$ cat src/rs5_mem_pkg.sv
// Shared by the memory subsystem only; XLEN is fixed at 32 and the RAM assumes four byte lanes
`default_nettype none

package rs5_mem_pkg;

    //////////////////////////////////////////////////////////////////////
    // Widths
    //////////////////////////////////////////////////////////////////////
    localparam int XLEN = 32;                   // Data and instruction width
    localparam int BE_W = XLEN / 8;             // One enable per byte lane

    //////////////////////////////////////////////////////////////////////
    // Access sizes
    //////////////////////////////////////////////////////////////////////
    // Encoded as log2 of the byte count
    localparam logic [1:0] SIZE_BYTE = 2'd0;
    localparam logic [1:0] SIZE_HALF = 2'd1;
    localparam logic [1:0] SIZE_WORD = 2'd2;

    //////////////////////////////////////////////////////////////////////
    // Data side operations
    //////////////////////////////////////////////////////////////////////
    typedef enum logic [3:0] {
        OP_NONE = 4'd0,                         // Idle cycle
        OP_LB   = 4'd1,                         // Load byte, sign extended
        OP_LH   = 4'd2,                         // Load half, sign extended
        OP_LW   = 4'd3,                         // Load word
        OP_LBU  = 4'd4,                         // Load byte, zero extended
        OP_LHU  = 4'd5,                         // Load half, zero extended
        OP_SB   = 4'd6,                         // Store byte
        OP_SH   = 4'd7,                         // Store half
        OP_SW   = 4'd8                          // Store word
    } mem_op_e;

    // Values 9 to 15 are unused and decode as no access

endpackage

`default_nettype wire

$ cat src/fetch_unit.sv
// RESET_PC and jump targets must be multiples of 4; PC bits above the RAM address width are kept but not decoded
`default_nettype none

module fetch_unit
    import rs5_mem_pkg::*;
#(
    parameter int              MEM_BYTES = 4096,
    parameter logic [XLEN-1:0] RESET_PC  = '0
)
(
    input  wire logic                           clk,
    input  wire logic                           rst_n_i,

    // Control from the core
    input  wire logic                           fetch_en_i,
    input  wire logic                           jump_i,
    input  wire logic [XLEN-1:0]                jump_target_i,

    // RAM port A, read only
    output logic                                ram_en_o,
    output logic      [$clog2(MEM_BYTES)-1:0]   ram_addr_o,
    input  wire logic [XLEN-1:0]                ram_rdata_i,

    // Returned instruction
    output logic      [XLEN-1:0]                instr_o,
    output logic      [XLEN-1:0]                instr_pc_o,
    output logic                                instr_valid_o
);

    localparam int ADDR_W = $clog2(MEM_BYTES);

    logic [XLEN-1:0] pc;                        // Next sequential fetch address
    logic [XLEN-1:0] fetch_addr;                // Address issued this cycle
    logic [XLEN-1:0] inflight_pc;               // Address of the word coming back
    logic            valid_q;

    ///////////////////////////////////////////////////////////////////////
    // Address select
    ///////////////////////////////////////////////////////////////////////
    assign fetch_addr = jump_i ? jump_target_i : pc;  // Jump overrides sequential PC

    assign ram_en_o   = fetch_en_i;
    assign ram_addr_o = fetch_addr[ADDR_W-1:0];

    ///////////////////////////////////////////////////////////////////////
    // PC and in-flight tracking
    ///////////////////////////////////////////////////////////////////////
    always_ff @(posedge clk) begin
        if (!rst_n_i) begin
            pc      <= RESET_PC;
            valid_q <= 1'b0;
        end else begin
            valid_q <= fetch_en_i;              // One word in flight per enabled cycle
            if (fetch_en_i) begin
                pc <= fetch_addr + XLEN'(4);
            end
            // Jump while stalled is ignored and PC holds
        end
    end

    // Tag for the returning word
    always_ff @(posedge clk) begin
        if (fetch_en_i) begin
            inflight_pc <= fetch_addr;
        end
    end

    ///////////////////////////////////////////////////////////////////////
    // Outputs
    ///////////////////////////////////////////////////////////////////////
    assign instr_o       = ram_rdata_i;         // RAM data already registered
    assign instr_pc_o    = inflight_pc;
    assign instr_valid_o = valid_q;

endmodule

`default_nettype wire

$ cat config.mk
export PLATFORM = sky130hd
export DESIGN_NAME = fetch_unit
export DESIGN_NICKNAME = d
export VERILOG_FILES = /design/src/rs5_mem_pkg.sv /design/src/fetch_unit.sv
export SDC_FILE = /design/constraint.sdc
export NUM_CORES = 1
export LEC_CHECK = 0
export BUFFER_PORTS_ARGS = -buffer_cell sky130_fd_sc_hd__buf_2
export CORE_MARGIN = 2
export CORE_UTILIZATION = 53
export DETAILED_ROUTE_END_ITERATION = 6
export PLACE_DENSITY_LB_ADDON = 0.1
export SLEW_MARGIN = 30
export SYNTH_ARGS = -nofsm -noshare
export SYNTH_HDL_FRONTEND = slang
export SYNTH_SLANG_ARGS = --single-unit
$ cat constraint.sdc
create_clock -name clk -period 8.78 [get_ports clk]
set_input_delay 2.634 -clock clk [delete_from_list [all_inputs] [get_ports clk]]
set_output_delay 2.634 -clock clk [all_outputs]
set_load 0.1 [all_outputs]
==> metrics.md <==
| Metric | Value |
|---|---|
| Outcome | `completed` |
| Hold depth | `2` |
| Max IR drop VDD | `0.105 mV` |
| Final Hold Fails | `0` |
| Synth Area in XOR/XNOR | `2.59%` |
| Max Cap Viol | `0` |
| Drt first pass iters | `5` |
| H-tree Lvls | `3` |
| Die Width | `87.7 um` |
| Hold Crit Start | `pc[13]` |
| Post-CTS Setup Bufs | `0` |
| Post-Place Cell Area | `3820 um^2` |
| Yosys Warn Count | `0` |
| Mapped Area | `3720 um^2` |
| Die height | `87.7 um` |
| Leakage Power | `1.61 nW` |
| Nets@finish | `467` |
| CTS tree | `built` |
| Max-slew violation count | `0` |
| Ratio of cells with drive above 1 in the final layout | `31.8%` |
| Die area | `7700 um^2` |
| Post-synthesis mux area share | `10.6%` |
| Initial core utilization | `54.7%` |
| Placer Congestion | `0.843` |
| Most frequent cell after synthesis | `buf_4` |
| Worst Setup End Kind | `output pin` |
| Clock buffer depth | `2` |
| 1st-iter DRT viols | `165` |
| GR Util met3 | `4.71%` |
| Final Instance Area | `3990 um^2` |
| Hold Slack | `0.484 ns` |
| HP Class | `reg2reg` |
| Post-DR vias/cell | `5.66` |
| Worst R2R Path Depth | `5` |
| Synth top area share | `25.9%` |
| Slew HR | `46.7%` |
| Reg clk slew, reported paths | `0.06 ns` |
| FF+latch count, synth | `65` |
| Mapped Cells | `369` |
| Largest area contributor in the netlist | `edfxtp_1` |
| Antenna-violating nets left | `0` |
| Ant. Diodes | `0` |
| Post-Synth Adder-Cell Area | `0.337%` |
| Root Buffer | `clkbuf_8` |
| Worst Path Arrival | `4.24 ns` |
| Final min period | `6.87 ns` |
| R2r startpoint | `pc[6]` |
| Top cells by area, synth | `edfxtp_1 26%, dfxtp_1 18%, buf_4 9.1%, mux2_2 8.2%, nand3_1 5.3%` |
| Setup TNS | `0 ns` |
| Compound-gate portion of the synthesized area | `10.4%` |
| Top-Level Pins | `146` |
| Routed WL | `8020 um` |
| Max frequency | `145 MHz` |
| Fraction of synthesis flops using an asynchronous set or reset pin | `0%` |
| Post-CTS Hold Buffers | `0` |
| CTS resizes | `0` |
| Fin crit share | `78.3%` |
| Power Density | `198 nW/um^2` |
| Mapped Nets | `438` |
| Reg-to-Reg End | `pc[29]` |
| Antenna violations before repair | `0` |
| Gr busiest metal | `met2` |
| Cell row count | `30` |
| Flop2flop setup slack | `6.16 ns` |
| First-pass GRT wire length | `12700 um` |
| Worst Path Required | `6.15 ns` |
| Met1 Usage GRT | `28.1%` |
| Vias in the first global route | `2569` |
| Vias | `2823` |
| CTS Buf Count | `9` |
| Avg Cell Area, Syn | `10.1 um^2` |
| Met2 Track Usage GR | `33.7%` |
| Port Buffers | `81` |
| DP HPWL | `5550 um` |
| Min-Delay Endpoint | `pc[13]` |
| Core area | `6790 um^2` |
| CTS sink cnt | `65` |
| DRC viols | `0` |
| Setup Crit Path Kind | `in2out` |
| RSZ-0062 raised after global routing | `no` |
| Worst-Margin Slew | `0.798 ns` |
| Post-synth top flop | `dfxtp_1` |
| Worst-path maximum fanout | `40` |
| Post-synth top cells | `45 x buf_4, 39 x nand3_1, 33 x dfxtp_1, 32 x edfxtp_1, 27 x mux2_2` |
| Clock Skew | `0.00817 ns` |
| GRT Util Overall | `21.3%` |
| Part of the Yosys area used for sequential elements | `43.6%` |
| Endpoints failing setup | `0` |
| Worst skew pair latency | `0.34 ns` |
| Largest family of logic cells by synthesized area | `simple AND/OR/NAND/NOR gates` |
| Remaining Overflow, GRT | `0` |
| Yosys cell types | `54` |
| Wirelength per Cell | `16.1 um` |
| Worst setup SP type | `input port` |
| Synthesis-to-finish area growth | `7.47%` |
| Post-synth EDFFs | `32` |
| Largest net degree at the start of global routing | `48` |
| Synth Area in Simple Gates | `20.1%` |
==> sequential cells by signal, summed over array words and instances (netlist names) <==
signal	count
instr_valid_o	1
pc	32
instr_pc_o	32
==> critical path: stages <==
cell and delay (ns):
buf_2 0.38, buf_4 0.45, mux2_2 0.45, buf_2 0.31
==> layout by cell type (no fill, tap or decap), types with 5 or more instances in the layout <==
| master | synthesis | routed |
|---|---|---|
| buf_2 | 5 | 81 |
| nand3_1 | 39 | 39 |
| dfxtp_1 | 33 | 33 |
| edfxtp_1 | 32 | 32 |
| mux2_2 | 27 | 27 |
| nand2_1 | 24 | 24 |
| o21ai_0 | 14 | 14 |
| clkbuf_8 | 0 | 11 |
| nand3b_1 | 10 | 10 |
| mux2i_1 | 9 | 9 |
| nor2_1 | 8 | 8 |
| nand4_1 | 7 | 7 |
| o211ai_1 | 7 | 7 |
| nor2b_1 | 7 | 7 |
| inv_1 | 6 | 6 |
| xnor2_1 | 6 | 6 |
| and2_1 | 5 | 5 |
| a22oi_1 | 5 | 5 |
| xor2_1 | 5 | 5 |
==> where the power goes <==
part | total [mW] | internal, mW | switching (mW)
Clock | 0.226 | 0.118 | 0.108
Sequential | 0.352 | 0.342 | 0.0101
Combinational | 0.211 | 0.0437 | 0.167
==> worst max path at each step <==
stage | startpoint | endpoint | slack (ns) | cells after the start
5_1_grt | jump_i | ram_addr_o[9] | 1.79 | 4
6_report | jump_i | ram_addr_o[9] | 1.91 | 4
2_1_floorplan | jump_i | ram_addr_o[2] | 1.98 | 7
3_5_place_dp | jump_i | ram_addr_o[9] | 1.90 | 4
4_1_cts | jump_i | ram_addr_o[9] | 1.91 | 4
3_3_place_gp | jump_i | ram_addr_o[9] | 1.89 | 4
==> metal layers <==
layer / up-vias / part of all wire, %
met3: 23 / 6.2
met5: - / 0
met2: 98 / 46
li1: 1374 / -
met4: 0 / 2.5
met1: 1328 / 45
==> kinds of logic (layout without fill, tap and decap cells) <==
kind of cell	Yosys count	count (layout)
flip-flops	65	65
buffers and inverters	72	106
XOR/XNOR	11	11
AO/OA/AOI/OAI	53	53
AND/OR/NAND/NOR	131	131
multiplexers	36	36
adder cells (fa/ha/maj)	1	1
==> cell type report <==
type | instances | area (um^2)
fill | 608 | 2800
multi-input combinational | 232 | 1630
sequential | 65 | 1620
timing repair buffer | 83 | 420
clock buffer | 15 | 166
tap | 96 | 120
inverter | 7 | 26.3
clock inverter | 1 | 5.00
==> through the flow <==
step | util, % | setup WS (ns) | power, mW | cells
6_report | 58.8 | 1.91 | 0.789 | 499
5_1_grt | 58.8 | 1.79 | 0.820 | 499
4_1_cts | 58.8 | 1.91 | 0.795 | 499
3_5_place_dp | 56.3 | 1.90 | 0.570 | 483
3_3_place_gp | 56.3 | 1.89 | 0.568 | 483
2_1_floorplan | - | 1.98 | 0.606 | 369
No activity file was read; power rests on OpenSTA's default activity.
