**src/rs5_mem_pkg.sv**
```systemverilog
// Shared by the memory subsystem only; XLEN is fixed at 32 and the RAM assumes four byte lanes
`default_nettype none

package rs5_mem_pkg;

    //////////////////////////////////////////////////////////////////////
    // Widths
    //////////////////////////////////////////////////////////////////////
    localparam int XLEN = 32;                   // Data and instruction width
    localparam int BE_W = XLEN / 8;             // One enable per byte lane

    //////////////////////////////////////////////////////////////////////
    // Access sizes
    //////////////////////////////////////////////////////////////////////
    // Encoded as log2 of the byte count
    localparam logic [1:0] SIZE_BYTE = 2'd0;
    localparam logic [1:0] SIZE_HALF = 2'd1;
    localparam logic [1:0] SIZE_WORD = 2'd2;

    //////////////////////////////////////////////////////////////////////
    // Data side operations
    //////////////////////////////////////////////////////////////////////
    typedef enum logic [3:0] {
        OP_NONE = 4'd0,                         // Idle cycle
        OP_LB   = 4'd1,                         // Load byte, sign extended
        OP_LH   = 4'd2,                         // Load half, sign extended
        OP_LW   = 4'd3,                         // Load word
        OP_LBU  = 4'd4,                         // Load byte, zero extended
        OP_LHU  = 4'd5,                         // Load half, zero extended
        OP_SB   = 4'd6,                         // Store byte
        OP_SH   = 4'd7,                         // Store half
        OP_SW   = 4'd8                          // Store word
    } mem_op_e;

    // Values 9 to 15 are unused and decode as no access

endpackage

`default_nettype wire

```
**src/load_store_unit.sv**
```systemverilog
// One request per cycle with no back-pressure; misaligned requests are dropped and address bits above the RAM size are ignored
`default_nettype none

module load_store_unit
    import rs5_mem_pkg::*;
#(
    parameter int MEM_BYTES = 4096
)
(
    input  wire logic                           clk,
    input  wire logic                           rst_n_i,

    // Request from the core
    input  wire mem_op_e                        mem_op_i,
    input  wire logic [XLEN-1:0]                mem_addr_i,
    input  wire logic [XLEN-1:0]                mem_wdata_i,

    // Response to the core
    output logic      [XLEN-1:0]                mem_rdata_o,
    output logic                                mem_rdata_valid_o,
    output logic                                misaligned_o,

    // RAM port B
    output logic                                ram_en_o,
    output logic      [BE_W-1:0]                ram_we_o,
    output logic      [$clog2(MEM_BYTES)-1:0]   ram_addr_o,
    output logic      [XLEN-1:0]                ram_wdata_o,
    input  wire logic [XLEN-1:0]                ram_rdata_i
);

    localparam int ADDR_W = $clog2(MEM_BYTES);

    logic            is_load;
    logic            is_store;
    logic            is_signed;
    logic [1:0]      size;
    logic            misaligned;
    logic            access;                    // Request goes to the RAM
    logic [BE_W-1:0] be_mask;

    logic            load_q;                    // Load response due this cycle
    logic            signed_q;
    logic [1:0]      size_q;

    ///////////////////////////////////////////////////////////////////////
    // Operation decode
    ///////////////////////////////////////////////////////////////////////
    always_comb begin
        is_load   = 1'b0;
        is_store  = 1'b0;
        is_signed = 1'b0;
        size      = SIZE_WORD;
        case (mem_op_i)
            OP_LB:   begin is_load  = 1'b1; is_signed = 1'b1; size = SIZE_BYTE; end
            OP_LH:   begin is_load  = 1'b1; is_signed = 1'b1; size = SIZE_HALF; end
            OP_LW:   begin is_load  = 1'b1; end
            OP_LBU:  begin is_load  = 1'b1; size = SIZE_BYTE; end
            OP_LHU:  begin is_load  = 1'b1; size = SIZE_HALF; end
            OP_SB:   begin is_store = 1'b1; size = SIZE_BYTE; end
            OP_SH:   begin is_store = 1'b1; size = SIZE_HALF; end
            OP_SW:   begin is_store = 1'b1; end
            default: ;                          // OP_NONE and unused codes
        endcase
    end

    // Natural alignment only
    always_comb begin
        case (size)
            SIZE_HALF: misaligned = mem_addr_i[0];
            SIZE_WORD: misaligned = |mem_addr_i[1:0];
            default:   misaligned = 1'b0;
        endcase
    end

    assign misaligned_o = misaligned & (is_load | is_store);
    assign access       = (is_load | is_store) & ~misaligned;

    ///////////////////////////////////////////////////////////////////////
    // RAM request
    ///////////////////////////////////////////////////////////////////////
    always_comb begin
        case (size)
            SIZE_BYTE: be_mask = 4'b0001;
            SIZE_HALF: be_mask = 4'b0011;
            default:   be_mask = 4'b1111;
        endcase
    end

    assign ram_en_o    = access;
    assign ram_we_o    = (access & is_store) ? be_mask : '0;  // Zero mask means read
    assign ram_addr_o  = mem_addr_i[ADDR_W-1:0];
    assign ram_wdata_o = mem_wdata_i;           // Right-justified, RAM offsets by lane

    ///////////////////////////////////////////////////////////////////////
    // Load response
    ///////////////////////////////////////////////////////////////////////
    always_ff @(posedge clk) begin
        if (!rst_n_i) begin
            load_q <= 1'b0;
        end else begin
            load_q <= access & is_load;
        end
    end

    always_ff @(posedge clk) begin
        if (access & is_load) begin
            signed_q <= is_signed;
            size_q   <= size;
        end
    end

    // Addressed byte sits in the low lane of the returned word
    always_comb begin
        case (size_q)
            SIZE_BYTE: mem_rdata_o = {{(XLEN-8){signed_q & ram_rdata_i[7]}}, ram_rdata_i[7:0]};
            SIZE_HALF: mem_rdata_o = {{(XLEN-16){signed_q & ram_rdata_i[15]}}, ram_rdata_i[15:0]};
            default:   mem_rdata_o = ram_rdata_i;
        endcase
    end

    assign mem_rdata_valid_o = load_q;

endmodule

`default_nettype wire

```
**config.mk**
```make
export PLATFORM = sky130hd
export DESIGN_NAME = load_store_unit
export DESIGN_NICKNAME = d
export VERILOG_FILES = /design/src/rs5_mem_pkg.sv /design/src/load_store_unit.sv
export SDC_FILE = /design/constraint.sdc
export NUM_CORES = 1
export LEC_CHECK = 0
export ABC_CLOCK_PERIOD_IN_PS = 1200
export BUFFER_PORTS_ARGS = -buffer_cell sky130_fd_sc_hd__buf_4
export CAP_MARGIN = 0
export CORE_AREA = 2 2 72 74
export CTS_CLUSTER_SIZE = 24
export DETAILED_ROUTE_END_ITERATION = 12
export DIE_AREA = 0 0 74 76
export PLACE_DENSITY_LB_ADDON = 0.12
export SLEW_MARGIN = 20
export SYNTH_ARGS = -nofsm -noshare
export SYNTH_HDL_FRONTEND = slang
export SYNTH_SLANG_ARGS = --single-unit
export TNS_END_PERCENT = 10
```
**constraint.sdc**
```tcl
create_clock -name clk -period 1.2 [get_ports clk]
set_input_delay 0 -clock clk [delete_from_list [all_inputs] [get_ports clk]]
set_output_delay 0 -clock clk [all_outputs]
set_load 0.005 [all_outputs]
```
==> flow_metrics.tcl, run 1 <==
set metrics [dict create \
    status "finished, violations left" \
    violations "setup timing" \
    start_util_pct 20.1 \
    layout.nets 254 \
    fin_ws_ps -196 \
    htreeDepth 1 \
    cpLargestDelayFamily "flip-flops" \
    multiInputGateArea_um2 437 \
    syn_avg_cell_area_um2 7.42 \
    core_area_um2 4910 \
    vias_per_cell 4.10 \
    hold_depth 0 \
    hp-start "mem_wdata_i[12]" \
    startpoint_type "register" \
    syn_to_final_growth_pct 28.8 \
    dieArea_um2 5620 \
    dp_cells 215 \
    cpMaxStageDelayCell "edfxtp_1" \
    grt_pass1_vias 860 \
    finalCritPeriodShare_pct 116 \
    leakage_uw 0.000707 \
    holdCritPathClass "input pin to output port" \
    std_cell_rows 26 \
    use_met3_pct 7.41 \
    crit_arrival_ps 1400 \
    worstSetupPathType "register to output port" \
    crit_fanout 16 \
    track_usage_pct 9.00 \
    crit_path_cell_trace "mux2i_1 -> nor3b_2 -> buf_6 -> a21o_1 -> buf_4" \
    diodes 0 \
    overflow 0 \
    ioPinCount 185 \
    synth_seq_cells 4 \
    cap_viol_max_count 0 \
    grt_max_degree 18 \
    use_met2_pct 14.3 \
    critical_path_required_ps 1200 \
    yosysWarnings 0 \
    synthCells 133 \
    synthesis.nets 235 \
    cts_made_buffers 3 \
    synthTopCellsByArea "buf_4 43%, a21o_1 12%, edfxtp_1 9.1%, nand2_1 4.2%, o21ai_0 4.1%" \
    switching_share_pct 28.0 \
    cts-root-buf "clkbuf_8" \
    yosysSeqAreaShare_pct 11.2 \
    vdd_drop_max_v 0.000252 \
    drt-pass1-iter-count 4 \
    routed_wl_um 2690 \
    pwr-share-comb_pct 50.8 \
    tritoncts "done" \
    setup_viol 23 \
    dpl.hpwl_um 2200 \
    switching_power_uw 266 \
    drc_errors 0 \
    hold_violations 0 \
    synth_top_area_share_pct 42.6 \
    clock-sinks 4 \
    synth.distinct_cells 30 \
    tightest_slew_ps 374 \
    clkPwrFrac_pct 31.4 \
    grt_busiest_layer "met2" \
    layout.cells.non_filler 221 \
    seq_power_share_pct 17.8 \
    gp_congestion 0.725 \
    io_buffers 66 \
    vias 906 \
    die_h_um 76 \
    clk_pin_slew_ps 30 \
    use_met1_pct 9.33 \
    maxSlewViolCount 0 \
    clockBufferDepth 2 \
    pre_cts_slack_ps -78.8 \
    slew_headroom_pct 75.1 \
    hold_end "ram_wdata_o[12]" \
    grt_pass1_wl_um 4080 \
    period_minus_slack_ps 1400 \
    fillers 545 \
    postRouteAntennaNets 0 \
    fmax_ghz 0.716 \
    path_buf_inv 2 \
    internal-power_uw 686 \
    antenna_found_initial 0 \
    max_stage_delay_ps 430 \
    drt_iter0_markers 22 \
    drive_gt1_share_pct 56.3 \
    wl_per_cell_um 12.2 \
    die_width_um 74 \
    synth_top_cell_by_area "buf_4" \
    seq_area_um2 110 \
    synth_area_um2 987 \
    rsz0062_at_grt "yes" \
    worstSetupEndpointType "output port" \
    power_density_nw_per_um2 749 \
    finalSetupTns_ps -3550 \
]
-- how the worst max path moves through the flow --
stage / from / to / slack (ps) / cells past startpoint
after floorplan: size_q[0] / mem_rdata_o[17] / -50 / 5
after global placement: mem_op_i[2] / size_q[1] / -40 / 3
after detailed placement: mem_op_i[2] / signed_q / -80 / 3
after CTS: size_q[0] / mem_rdata_o[24] / -210 / 5
after global routing: size_q[0] / mem_rdata_o[22] / -310 / 5
final: size_q[0] / mem_rdata_o[24] / -200 / 5
-- power groups by stage --
stage / Sequential, uW / Clock [uW] / Combinational [uW]
finish: 170 / 299 / 484
global route: 172 / 324 / 530
CTS: 170 / 308 / 481
detailed placement: 172 / 0 / 465
global placement: 171 / 0 / 470
floorplan: 165 / 0 / 333
-- synthesized netlist by cell type --
master,instances
o311ai_0,1
a22o_2,1
mux2i_1,1
buf_4,56
and2b_2,1
and2_1,1
o21ai_0,8
or3b_1,1
inv_1,2
dfxtp_1,1
a221oi_2,1
o211ai_1,1
a211o_1,1
a21oi_1,3
or2b_1,1
nand2_1,11
nor2_1,4
a21o_1,16
a21boi_0,2
nand3b_1,1
nand3_1,2
buf_2,2
nor3b_1,1
clkbuf_1,4
nand4b_1,1
nor4b_1,1
o21bai_1,3
edfxtp_1,3
xor2_1,1
nor3b_2,1
-- area by class of cell --
type / instances / share of cell area [%]
clock buffer: 4 / 3.54
sequential: 4 / 8.66
timing repair buffer: 76 / 46.0
multi-input combinational: 65 / 34.4
inverter: 2 / 0.591
tap: 70 / 6.89
-- sequential cells by signal, indices dropped and copies added, names as in the netlist --
signal	cells
size_q	2
signed_q	1
mem_rdata_valid_o	1
-- per-stage QoR --
stage               util, %  power (uW)  area (um2)  hold WS, ps
finish                 25.9         953        1270      0.00171
detailed placement     24.1         636        1180       0.0346
global route           25.9        1030        1270      0.00799
floorplan                 -         497         987         80.8
CTS                    25.6         959        1260       0.0346
global placement       24.1         640        1180       0.0346
-- layer usage --
layer	wire (um)	share of wire (%)	vias to the layer above
li1	-	-	430
met1	1040	39	389
met2	1210	45	83
met3	423	16	4
met4	13	0.48	0
met5	0	0	-
-- placed cells by master (no fill, tap or decap), drive strengths merged, types with 2 or more instances in the layout --
master,count
o21bai,3
a21oi,3
o21ai,8
nor3b,2
nand2,11
edfxtp,3
nor2,4
inv,2
buf,75
a21o,16
a21boi,2
nand3,2
clkbuf,4
-- cell families after synthesis --
group,Yosys count,synth area share [%]
simple gates,26,14.5
flops,4,11.2
compound gates,37,26.6
mux,1,1.01
buf+inv,64,45.9
xor+xnor,1,0.887
-- timing repair --
action	CTS	global route
buffers inserted	1	0
endpoints found under the hold margin	1	0
hold buffers	1	0
endpoints found under the setup margin	24	25
gates resized for setup	6	8
cloned	0	0
Note: power is estimated with default switching activity, not from simulation.
==> run 2: changes to the inputs <==
--- a/config.mk
+++ b/config.mk
@@ -5,13 +5,14 @@
 export SDC_FILE = /design/constraint.sdc
 export NUM_CORES = 1
 export LEC_CHECK = 0
+export ABC_AREA = 1
 export ABC_CLOCK_PERIOD_IN_PS = 1200
 export BUFFER_PORTS_ARGS = -buffer_cell sky130_fd_sc_hd__buf_4
 export CAP_MARGIN = 0
-export CORE_AREA = 2 2 72 74
+export CORE_AREA = 2 2 71 73
 export CTS_CLUSTER_SIZE = 24
 export DETAILED_ROUTE_END_ITERATION = 12
-export DIE_AREA = 0 0 74 76
+export DIE_AREA = 0 0 73 75
 export PLACE_DENSITY_LB_ADDON = 0.12
 export SLEW_MARGIN = 20
 export SYNTH_ARGS = -nofsm -noshare
==> run 2 against run 1 <==
  * Sequential power is essentially flat
  * Critical path depth grew 1
  * The run still ends with setup timing left
  * Synthesized cell count grew 4.5%
  * Clock power is essentially flat
  * Worst hold slack is essentially flat
  * Clock-buffer cell count is the same
  * Core utilization grew 0.35 points
==> flow_metrics.tcl, run 2 <==
set metrics [dict create \
    cts_setup_buffers 0 \
    synth.distinct_cells 18 \
    clk_pin_slew_ps 40 \
    crit_fanout 16 \
    period_minus_slack_ps 1370 \
    hold_end "ram_addr_o[9]" \
    final_util_pct 26.2 \
    cts_made_buffers 3 \
    holdCritPathClass "input pin to output port" \
    hold_depth 0 \
    std_cell_rows 25 \
    tightest_slew_ps 402 \
    startpoint_type "register" \
    drc_errors 0 \
    vias_per_cell 4.29 \
    switching_share_pct 27.9 \
    grt_max_degree 26 \
    synthCells 139 \
    power_density_nw_per_um2 782 \
    core_area_um2 4660 \
    io_buffers 66 \
    die_h_um 75 \
    holdWs_ps 0.00142 \
    htreeDepth 1 \
    synthTopCellsByArea "buf_4 41%, a21o_2 12%, edfxtp_1 9.2%, nand2_1 6.9%, o21ai_0 4.6%" \
    worstSetupPathType "register to output port" \
    async_reset_ff_share_pct 0 \
    routed_wl_um 2380 \
    worstSetupEndpointType "output port" \
    vdd_drop_max_v 0.000242 \
    status "finished, violations left" \
    clockBufferDepth 2 \
    gp_congestion 0.663 \
    grt_pass1_wl_um 3550 \
    hold_buffers 0 \
    grt_pass1_vias 844 \
    layout.cells.non_filler 210 \
    fin_ws_ps -172 \
    seq_power_share_pct 17.7 \
    tritoncts "done" \
    clock-sinks 4 \
    postRouteAntennaNets 0 \
    crit_path_cell_trace "nor2_4 -> nand3_4 -> a21oi_4 -> buf_12 -> a21o_2 -> buf_4" \
    leakage_uw 0.000711 \
    yosysSeqAreaShare_pct 11.3 \
    dieArea_um2 5480 \
    hold_violations 0 \
    switching_power_uw 267 \
    rsz0062_at_grt "yes" \
    drt-pass1-iter-count 4 \
    synth.most_common_cell "buf_4" \
    clkPwrFrac_pct 31.4 \
    finalCritPeriodShare_pct 114 \
    drt_iter0_markers 16 \
    overflow 0 \
    final_common_cell "buf_4" \
    syn_to_final_growth_pct 25.1 \
    track_usage_pct 7.93 \
    start_util_pct 21.0 \
    critical_path_required_ps 1200 \
    fmax_ghz 0.729 \
    slew_headroom_pct 72.9 \
    postPlaceCellArea_um2 1150 \
    cts-root-buf "clkbuf_8" \
    pwr-share-comb_pct 50.9 \
    die_width_um 73 \
    synth_top_area_share_pct 40.7 \
    antenna_found_initial 0 \
    wl_per_cell_um 11.3 \
    vias 900 \
    violations "setup timing" \
    cpMaxStageDelayCell "edfxtp_1" \
    synth_area_um2 977 \
    synth_edf_count 3 \
    dp_cells 206 \
    diodes 0 \
    max_stage_delay_ps 430 \
    synth.cells.most_frequent "53 x buf_4, 18 x nand2_1, 13 x a21o_2, 12 x inv_1, 11 x nor2_1" \
    drive_gt1_share_pct 57.7 \
    layout.nets 259 \
    top_register "size_q" \
    synthesis.nets 241 \
    syn_avg_cell_area_um2 7.03 \
    finalSetupTns_ps -2760 \
    synth_top_cell_by_area "buf_4" \
    final_cell_mix "62 x buf_4, 18 x nand2_1, 13 x a21o_2" \
    internal-power_uw 689 \
    largest_register_ffs 2 \
    ioPinCount 185 \
    crit_arrival_ps 1370 \
    synth_ff_type "edfxtp_1" \
    yosysWarnings 0 \
    setup_viol 24 \
    synth_seq_cells 4 \
    cap_viol_max_count 0 \
    hp-start "mem_addr_i[9]" \
    maxSlewViolCount 0 \
    fin_area_um2 1220 \
]
run 2: cell count changes in the layout (fill, tap and decap cells not counted), moves of 7 or more:
cell | before | now
o21ai_0 | 1 | 9
buf_4 | 72 | 62
nor2_1 | 4 | 11
a21o_2 | 0 | 13
a21o_1 | 16 | 3
nand2_1 | 11 | 18
inv_1 | 2 | 12
run 2: critical path, delay by kind of cell (launching register included):
kind                   cells  cell delay (ps)
DFF                        1              430
AOI/OAI and AO/OA          2              250
buffers and inverters      2              250
and+or+nand+nor            2              230
run 2: logic make-up (layout without fill, tap and decap cells):
| group | Yosys count | count (layout) | synth area share (%) |
|---|---|---|---|
| AOI/OAI and AO/OA | 27 | 27 | 20.9 |
| buffers and inverters | 70 | 87 | 49.9 |
| DFF | 4 | 4 | 11.3 |
| and+or+nand+nor | 38 | 38 | 17.9 |
run 2: worst max path at each step:
stage,from,endpoint,slack [ps],depth (start not counted)
finish,size_q[1],mem_rdata_o[27],-170,6
global route,size_q[1],mem_rdata_o[27],-270,6
CTS,size_q[1],mem_rdata_o[27],-200,6
detailed placement,size_q[1],mem_rdata_o[27],-4,5
global placement,size_q[1],mem_rdata_o[22],20,5
floorplan,size_q[1],mem_rdata_o[18],20,6
run 2: layout make-up:
| cell class | instances | area, um2 |
|---|---|---|
| Fill cell | 523 | 3440 |
| Timing Repair Buffer | 71 | 576 |
| Multi-Input combinational cell | 65 | 379 |
| Sequential cell | 4 | 110 |
| Tap cell | 54 | 67.6 |
| Clock buffer | 4 | 45.0 |
| Inverter | 12 | 45.0 |
run 2: timing repair:
action | CTS | global route
resized for setup | 8 | 0
pin swaps | 1 | 0
setup endpoints to repair | 24 | 24
run 2: metrics by stage:
stage               power, uW  setup WS [ps]
global route             1030           -271
CTS                       973           -196
detailed placement        640          -3.94
global placement          637           22.1
finish                    956           -172
floorplan                 506           22.2
run 2: metal layers:
| metal | part of all wire (%) | up-vias | track usage, % |
|---|---|---|---|
| li1 | - | 423 | - |
| met1 | 39 | 384 | 8.38 |
| met2 | 43 | 89 | 12.7 |
| met3 | 17 | 4 | 5.35 |
| met4 | 0.55 | 0 | 2.67 |
| met5 | 0 | - | 0 |
run 2: power by group through the flow:
stage	combinational (uW)	clock (uW)	sequential, uW
2_1_floorplan	339	0	167
6_report	486	300	169
3_5_place_dp	470	0	171
5_1_grt	532	323	170
4_1_cts	494	309	170
3_3_place_gp	466	0	170
